===== src/logic/CoreTypesPkg.sv =====
// Core addressing package
// Program counter word type and instruction addressing constants

`default_nettype none

package CoreTypesPkg;

    // Byte address of an instruction
    localparam int pcWidth = 32;
    typedef logic [pcWidth-1:0] pcWord;

    // Fixed-length instructions
    localparam int insnByteWidth = 4;

    // Low PC bits below the instruction index
    localparam int insnAddrBits = 2;

endpackage

`default_nettype wire


===== src/logic/PhtTypesPkg.sv =====
// Pattern history table package
// Saturating counter type, counter limits and the value written at init

`default_nettype none

package PhtTypesPkg;

    // 2-bit saturating direction counter, upper bit means taken
    localparam int phtCounterWidth = 2;
    typedef logic [phtCounterWidth-1:0] phtCounter;

    // Saturation limits
    localparam phtCounter phtCounterMax = phtCounter'(3);
    localparam phtCounter phtCounterMin = phtCounter'(0);

    // Weakly taken
    localparam phtCounter phtInitValue = phtCounter'(phtCounterMax / 2 + 1);

endpackage

`default_nettype wire


===== src/logic/BimodalPredictor.sv =====
// Bimodal branch direction predictor
// Slot-wise prediction up to the first taken slot, saturating counter update,
// bank conflict queue and the post-reset init sequencer

`timescale 1ns/1ps
`default_nettype none

module BimodalPredictor #(
    parameter int fetchWidth = 2,
    parameter int issueWidth = 2,
    parameter int entryNum = 64,
    parameter int queueSize = 4
) (
    input  logic                     clk,
    input  logic                     rst,
    input  CoreTypesPkg::pcWord      predNextPc,
    input  logic                     btbHit [fetchWidth],
    input  logic                     brValid [issueWidth],
    input  CoreTypesPkg::pcWord      brAddr [issueWidth],
    input  logic                     brTaken [issueWidth],
    input  PhtTypesPkg::phtCounter   brPrevValue [issueWidth],
    output logic                     brPredTaken [fetchWidth],
    output PhtTypesPkg::phtCounter   phtPrevValue [fetchWidth],
    output logic                     initBusy
);
    import CoreTypesPkg::*;
    import PhtTypesPkg::*;

    localparam int indexBits = $clog2(entryNum);
    localparam int bankBits = $clog2(issueWidth);
    localparam int ptrBits = $clog2(queueSize);

    function automatic logic [indexBits-1:0] toIndex(pcWord addr);
        return addr[indexBits+insnAddrBits-1:insnAddrBits];
    endfunction

    function automatic logic sameBank(logic [indexBits-1:0] a, logic [indexBits-1:0] b);
        return a[bankBits-1:0] == b[bankBits-1:0];
    endfunction

    // Saturating up/down step
    function automatic phtCounter nextCounter(phtCounter prev, logic taken);
        if (taken) begin
            return (prev == phtCounterMax) ? phtCounterMax : prev + 1'b1;
        end
        return (prev == phtCounterMin) ? phtCounterMin : prev - 1'b1;
    endfunction

    // Table ports
    logic tableWe [issueWidth];
    logic [indexBits-1:0] tableWa [issueWidth];
    phtCounter tableWv [issueWidth];
    logic [indexBits-1:0] phtRa [fetchWidth];

    // Conflict queue
    logic pushQueue;
    logic popQueue;
    logic queueFull;
    logic queueEmpty;
    logic [ptrBits-1:0] headPtr;
    logic [ptrBits-1:0] tailPtr;
    logic [indexBits-1:0] pushWa;
    phtCounter pushWv;
    logic [indexBits-1:0] queueWa [queueSize];
    phtCounter queueWv [queueSize];

    logic [indexBits-1:0] initIndex;

    MultiBankPht #(
        .entryNum(entryNum),
        .bankNum(issueWidth),
        .readNum(fetchWidth)
    ) pht (
        .clk(clk),
        .we(tableWe),
        .wa(tableWa),
        .wv(tableWv),
        .ra(phtRa),
        .rv(phtPrevValue)
    );

    QueuePointer #(
        .size(queueSize)
    ) phtQueuePointer (
        .clk(clk),
        .rst(rst),
        .push(pushQueue),
        .pop(popQueue),
        .full(queueFull),
        .empty(queueEmpty),
        .headPtr(headPtr),
        .tailPtr(tailPtr)
    );

    // Walk every entry once after reset, one per cycle
    always_ff @(posedge clk) begin
        if (rst) begin
            initIndex <= '0;
            initBusy <= 1'b1;
        end else if (initBusy) begin
            initIndex <= initIndex + 1'b1;
            if (initIndex == indexBits'(entryNum - 1)) begin
                initBusy <= 1'b0;
            end
        end
    end

    // Storage follows the pointer module, which drops pushes when full
    always_ff @(posedge clk) begin
        if (pushQueue && !queueFull) begin
            queueWa[tailPtr] <= pushWa;
            queueWv[tailPtr] <= pushWv;
        end
    end

    // Read consecutive slots, value comes back next cycle
    always_comb begin
        for (int i = 0; i < fetchWidth; i++) begin
            phtRa[i] = toIndex(predNextPc + pcWord'(i * insnByteWidth));
        end
    end

    // Taken needs the counter MSB and a BTB hit; later slots are cut off
    always_comb begin : predictBlock
        logic takenSeen;
        takenSeen = 1'b0;
        for (int i = 0; i < fetchWidth; i++) begin
            brPredTaken[i] = !takenSeen && !initBusy &&
                phtPrevValue[i][phtCounterWidth-1] && btbHit[i];
            if (brPredTaken[i]) begin
                takenSeen = 1'b1;
            end
        end
    end

    always_comb begin : writeBlock
        logic headBlocked;
        headBlocked = 1'b0;

        // Direct updates from resolved branches
        for (int i = 0; i < issueWidth; i++) begin
            tableWe[i] = brValid[i];
            tableWa[i] = toIndex(brAddr[i]);
            tableWv[i] = nextCounter(brPrevValue[i], brTaken[i]);
        end

        // An update colliding with an earlier port's bank goes to the queue;
        // only one push per cycle
        pushQueue = 1'b0;
        pushWa = '0;
        pushWv = '0;
        for (int i = 1; i < issueWidth; i++) begin
            for (int j = 0; j < i; j++) begin
                if (tableWe[i] && tableWe[j] && sameBank(tableWa[i], tableWa[j])) begin
                    tableWe[i] = 1'b0;
                    if (!pushQueue) begin
                        pushQueue = 1'b1;
                        pushWa = tableWa[i];
                        pushWv = tableWv[i];
                    end
                end
            end
        end

        // Retry the head on an idle port if its bank is free this cycle
        popQueue = 1'b0;
        if (!queueEmpty) begin
            for (int j = 0; j < issueWidth; j++) begin
                if (tableWe[j] && sameBank(tableWa[j], queueWa[headPtr])) begin
                    headBlocked = 1'b1;
                end
            end
            for (int i = 0; i < issueWidth; i++) begin
                if (!headBlocked && !popQueue && !tableWe[i]) begin
                    popQueue = 1'b1;
                    tableWe[i] = 1'b1;
                    tableWa[i] = queueWa[headPtr];
                    tableWv[i] = queueWv[headPtr];
                end
            end
        end

        // Init owns port 0, everything else waits
        if (initBusy) begin
            for (int i = 0; i < issueWidth; i++) begin
                tableWe[i] = (i == 0);
                tableWa[i] = initIndex;
                tableWv[i] = phtInitValue;
            end
            pushQueue = 1'b0;
            popQueue = 1'b0;
        end
    end

endmodule

`default_nettype wire


===== src/logic/BranchPredictTop.sv =====
// Branch predictor top level
// Sets the predictor configuration and instantiates the bimodal predictor

`timescale 1ns/1ps
`default_nettype none

module BranchPredictTop #(
    parameter int fetchWidth = 2,
    parameter int issueWidth = 2,
    parameter int entryNum = 64,
    parameter int queueSize = 4
) (
    input  logic                     clk,
    input  logic                     rst,
    input  CoreTypesPkg::pcWord      predNextPc,
    input  logic                     btbHit [fetchWidth],
    input  logic                     brValid [issueWidth],
    input  CoreTypesPkg::pcWord      brAddr [issueWidth],
    input  logic                     brTaken [issueWidth],
    input  PhtTypesPkg::phtCounter   brPrevValue [issueWidth],
    output logic                     brPredTaken [fetchWidth],
    output PhtTypesPkg::phtCounter   phtPrevValue [fetchWidth],
    output logic                     initBusy
);

    BimodalPredictor #(
        .fetchWidth(fetchWidth),
        .issueWidth(issueWidth),
        .entryNum(entryNum),
        .queueSize(queueSize)
    ) predictor (
        .clk(clk),
        .rst(rst),
        .predNextPc(predNextPc),
        .btbHit(btbHit),
        .brValid(brValid),
        .brAddr(brAddr),
        .brTaken(brTaken),
        .brPrevValue(brPrevValue),
        .brPredTaken(brPredTaken),
        .phtPrevValue(phtPrevValue),
        .initBusy(initBusy)
    );

endmodule

`default_nettype wire


===== src/logic/MultiBankPht.sv =====
// Bank-interleaved counter table
// One write port per bank, routed by the bank bits of the write address,
// and registered read ports that can read from any bank

`timescale 1ns/1ps
`default_nettype none

module MultiBankPht #(
    parameter int entryNum = 64,
    parameter int bankNum = 2,
    parameter int readNum = 2
) (
    input  logic                           clk,
    input  logic                           we [bankNum],
    input  logic [$clog2(entryNum)-1:0]    wa [bankNum],
    input  PhtTypesPkg::phtCounter         wv [bankNum],
    input  logic [$clog2(entryNum)-1:0]    ra [readNum],
    output PhtTypesPkg::phtCounter         rv [readNum]
);
    import PhtTypesPkg::*;

    // Bank is the low index bits, row is the rest
    localparam int indexBits = $clog2(entryNum);
    localparam int bankBits = $clog2(bankNum);
    localparam int rowBits = indexBits - bankBits;
    localparam int rowNum = entryNum / bankNum;

    phtCounter bankMem [bankNum][rowNum];

    // Per-bank write request after routing
    logic bankWe [bankNum];
    logic [rowBits-1:0] bankRow [bankNum];
    phtCounter bankWv [bankNum];

    // Pick the port aimed at each bank; ports never share a bank
    always_comb begin
        for (int b = 0; b < bankNum; b++) begin
            bankWe[b] = 1'b0;
            bankRow[b] = '0;
            bankWv[b] = '0;
            for (int p = 0; p < bankNum; p++) begin
                if (we[p] && wa[p][bankBits-1:0] == bankBits'(b)) begin
                    bankWe[b] = 1'b1;
                    bankRow[b] = wa[p][indexBits-1:bankBits];
                    bankWv[b] = wv[p];
                end
            end
        end
    end

    always_ff @(posedge clk) begin
        for (int b = 0; b < bankNum; b++) begin
            if (bankWe[b]) begin
                bankMem[b][bankRow[b]] <= bankWv[b];
            end
        end

        // Reads see writes from earlier edges only
        for (int r = 0; r < readNum; r++) begin
            rv[r] <= bankMem[ra[r][bankBits-1:0]][ra[r][indexBits-1:bankBits]];
        end
    end

endmodule

`default_nettype wire


===== src/logic/QueuePointer.sv =====
// Circular queue pointers
// Head and tail pointers with an occupancy count, full and empty flags

`timescale 1ns/1ps
`default_nettype none

module QueuePointer #(
    parameter int size = 4
) (
    input  logic                     clk,
    input  logic                     rst,
    input  logic                     push,
    input  logic                     pop,
    output logic                     full,
    output logic                     empty,
    output logic [$clog2(size)-1:0]  headPtr,
    output logic [$clog2(size)-1:0]  tailPtr
);
    localparam int ptrBits = $clog2(size);
    localparam int countBits = $clog2(size + 1);

    logic [countBits-1:0] count;
    logic doPush;
    logic doPop;

    function automatic logic [ptrBits-1:0] nextPtr(logic [ptrBits-1:0] ptr);
        return (ptr == ptrBits'(size - 1)) ? '0 : ptr + 1'b1;
    endfunction

    // A push into a full queue is lost
    assign doPush = push && !full;
    assign doPop = pop && !empty;

    assign full = (count == countBits'(size));
    assign empty = (count == '0);

    always_ff @(posedge clk) begin
        if (rst) begin
            headPtr <= '0;
            tailPtr <= '0;
            count <= '0;
        end else begin
            if (doPush) begin
                tailPtr <= nextPtr(tailPtr);
            end
            if (doPop) begin
                headPtr <= nextPtr(headPtr);
            end
            case ({doPush, doPop})
                2'b10: count <= count + 1'b1;
                2'b01: count <= count - 1'b1;
                default: count <= count;
            endcase
        end
    end

endmodule

`default_nettype wire


===== config.mk =====
export PLATFORM = sky130hd
export DESIGN_NAME = BranchPredictTop
export DESIGN_NICKNAME = d
export VERILOG_FILES = /design/src/logic/CoreTypesPkg.sv /design/src/logic/PhtTypesPkg.sv /design/src/logic/BimodalPredictor.sv /design/src/logic/BranchPredictTop.sv /design/src/logic/MultiBankPht.sv /design/src/logic/QueuePointer.sv
export SDC_FILE = /design/constraint.sdc
export NUM_CORES = 1
export LEC_CHECK = 0
export BUFFER_PORTS_ARGS = -buffer_cell sky130_fd_sc_hd__buf_2
export CORE_ASPECT_RATIO = 0.5
export CORE_MARGIN = 1.5
export CORE_UTILIZATION = 61
export CTS_BUF_LIST = sky130_fd_sc_hd__clkbuf_8
export CTS_CLUSTER_DIAMETER = 30
export DETAILED_ROUTE_END_ITERATION = 8
export PLACE_DENSITY = 0.83
export SYNTH_ARGS = -nofsm -noshare
export SYNTH_HDL_FRONTEND = slang
export SYNTH_HIERARCHICAL = 1
export SYNTH_SLANG_ARGS = --single-unit

===== constraint.sdc =====
create_clock -name clk -period 3.1 [get_ports clk]
set_input_delay 0.31 -clock clk [delete_from_list [all_inputs] [get_ports clk]]
set_output_delay 0.31 -clock clk [all_outputs]
set_load 0.01 [all_outputs]

==> metrics.cfg <==
[floorplan]
num_io_pins=115
die_area_mm2=0.0162
core_mm2=0.0147
start_util_pct=63.7
rows=31
die_y_um=90.7
die_x_um=178

[routing]
drc=0
wire_per_inst_um=26.2
viasPerCell=7.12
via_count=6959
first_pass_iters=6
ant_nets=0
routed_wl_um=25600
drt_iter0_markers=861

[clocking]
clk_pin_slew_ps=100
cts-buffers-inserted=17
cts_tree=yes
cts_htree_levels=4
ctsLongestPathBuffers=2
clock_latency_ps=470
root_buffer=clkbuf_8
cts.sinks=178

[grt]
grt_pass1_vias=6715
top_usage_layer=met2
grt_use_total_pct=32.0
grt_max_degree=33
grt-ovfl-total=0
grt_pass1_wl_um=38000
antenna_found_initial=0
grtUsageMet2_pct=50.8
use_met1_pct=42.7
gr-usage-met3_pct=9.34

[placed_design]
place.gp.congestion=0.900
dp_hpwl_um=16600
place_area_mm2=0.0101
numPortBuffers=36

[timing]
setup_tns_ps=-623
skew_ps=11.5
max-slew-margin-rel_pct=46.7
fmax_ghz=0.313
finalCriticalPeriod_ps=3190
setup_ws_ps=-92.8
tightest_slew_ps=789
finalSetupViolCount=30
min_period_over_period_pct=103
drv_slew=0
hold_violations=0
rsz0062_at_grt=true

[critical_path]
worstReg2RegEnd=predictor/pht/bankMem[1][52]
cp.depth=8
reg2reg_slack_ps=-90
crit_start=predictor/queueWa[1][0]
cpLargestDelayFamily=multiplexers
setup.worst_path.start_class=register
arrival_ps=3350
path_cells=mux4_2 > o21ai_4 > buf_4 > mux2i_1 > a21oi_2 > nor3b_1 > a21oi_4 > nor2_1
crit_path_top_delay_cell=mux4_2
crit_path_max_incr_delay_ps=540
worst-r2r-cell-count=8
path_class=reg2reg
crit_required_ps=3260
critPathCaptureType=register
rr_startpoint=predictor/queueWa[1][0]
crit_buf_inv=1
crit_end=predictor/pht/bankMem[1][52]
worstPathMaxFanout=8

[cells_and_area]
drive_gt1_share_pct=42.0
antenna_cells=0
layout.nets=880
nFillCells=790
finish.utilization_pct=74.6
syn_to_final_growth_pct=17.1
postLayoutCellArea_mm2=0.0110

[logic_synthesis]
synth-main-ff-cell=edfxtp_1
synth_seq_cells=178
async_reset_ff_share_pct=0
avgSynthCellArea_um2=13.9
yosys.area.top_type_share_pct=51.2
synth_edf_count=160
yosys-top-cells-area=edfxtp_1, mux4_2, nor2_1
ys_seq_area_share_pct=55.0
synth_cell_types=66
postSynthNetCount=788
synth_top_area_cell=edfxtp_1
netlist_area_mm2=0.00939
syn_inst=674
synth_warnings=6

[outcome]
violations=negative setup slack
outcome=finished, violations left

[power]
power.density_mw_per_mm2=437
p_leak_nw=3.72
ir_drop_uv=270

[worst_hold_path]
hold_path_class=in2reg
hold_depth=2

[job]
drv_cap=0

==> area by class of cell <==
class / count / area [um2] / area share [%]
flip-flops and latches: 178 / 5170 / 47.0
inverters: 11 / 41.3 / 0.376
well taps: 198 / 248 / 2.25
clock inverters: 13 / 140 / 1.27
multi-input cells: 449 / 4340 / 39.5
repair buffers: 109 / 793 / 7.22
clock buffers: 19 / 262 / 2.38
==> worst min path at each step <==
stage                           startpoint  slack (ps)                                  to
floorplan                              rst         380              predictor/initIndex[5]
CTS                                    rst         160              predictor/initIndex[2]
detailed placement  predictor/initIndex[5]         500              predictor/initIndex[5]
finish                                 rst         170  predictor/phtQueuePointer/count[2]
global placement    predictor/initIndex[5]         470              predictor/initIndex[5]
global route                           rst         170              predictor/initIndex[1]
==> state kept, by name (all words and copies together) (netlist names) <==
register                           count
predictor/phtQueuePointer/headPtr      2
predictor/phtQueuePointer/tailPtr      2
predictor/pht/bankMem                128
predictor/queueWa                     24
predictor/phtQueuePointer/count        3
predictor/queueWv                      8
predictor/pht/rv                       4
predictor/initBusy                     1
predictor/initIndex                    6
==> cell usage in the layout, fill, tap and decap left out, drive strengths merged, types with 4 or more instances in the layout <==
| master | n |
|---|---|
| nor3b | 6 |
| edfxtp | 160 |
| a31oi | 5 |
| o31ai | 6 |
| clkbuf | 19 |
| buf | 108 |
| o311ai | 5 |
| mux2 | 10 |
| a22oi | 4 |
| nand3b | 6 |
| and3 | 4 |
| mux4 | 70 |
| a22o | 7 |
| nand2b | 11 |
| nor2b | 14 |
| a21oi | 22 |
| o21ai | 23 |
| inv | 19 |
| nor2 | 97 |
| and2 | 10 |
| o22ai | 8 |
| xor2 | 7 |
| ha | 5 |
| o221ai | 4 |
| xnor2 | 4 |
| nor3 | 14 |
| mux2i | 22 |
| dfxtp | 18 |
| nand3 | 15 |
| nand2 | 33 |
==> power by group <==
group          switching [mW]  internal [mW]
Sequential             0.0118           2.62
Combinational           0.318          0.227
Clock                   0.925          0.710
Total                    1.25           3.55
==> through the flow <==
stage	power, mW	instances	hold WS [ps]	setup WS, ps
5_1_grt	4.93	977	169	-193
2_1_floorplan	3.00	674	379	232
6_report	4.81	977	174	-92.8
3_3_place_gp	3.16	930	470	-251
4_1_cts	4.76	962	164	2.63
3_5_place_dp	3.18	930	504	-391
==> synthesized netlist by cell type, types with 2 or more instances <==
library cell and count:
o22ai_1 8, nand3_1 15, o21ai_0 22, ha_1 5
and3_1 4, o311ai_0 3, mux2_2 10, mux4_1 9
a22oi_1 4, clkbuf_1 11, and2b_2 2, a21oi_1 22
nand3b_1 6, nor2_1 97, inv_1 8, buf_6 7
or3_1 3, o221ai_1 4, a31oi_1 5, nor3_1 14
and2_1 10, dfxtp_1 18, a211oi_1 2, nand2b_1 11
nand2_1 33, nor2b_1 14, o21a_1 3, xnor2_1 4
buf_4 8, a2111oi_0 3, o31ai_1 5, o211ai_1 3
nand4_1 3, nor3b_1 6, a22o_1 7, edfxtp_1 160
or2_2 2, xor2_1 7, mux2i_1 21, mux4_4 2
inv_2 3, mux4_2 59, buf_2 8
==> cells by family (layout without fill, tap and decap cells) <==
group	count (synthesis)	count (layout)	synth area share, %
AO/OA/AOI/OAI	101	101	7.27
buffers and inverters	47	152	3.03
flip-flops	178	178	55.0
multiplexers	102	102	20.9
adder cells (fa/ha/maj)	7	7	0.986
XOR/XNOR	11	11	1.03
AND/OR/NAND/NOR	228	228	11.8
==> routing by layer <==
layer	vias to the layer above	share of wire [%]
met1	3391	34
met5	-	0.12
met4	2	3.9
met2	598	49
met3	125	13
li1	2843	-
==> repair_timing <==
action                                  4_1_cts  5_1_grt
endpoints found under the setup margin      117      127
pin swaps                                     2       16
buffers inserted                              0       14
hold buffers                                  0        0
resized for setup                            11      116
gates cloned                                  0        1
(Power assumes the default switching activity.)
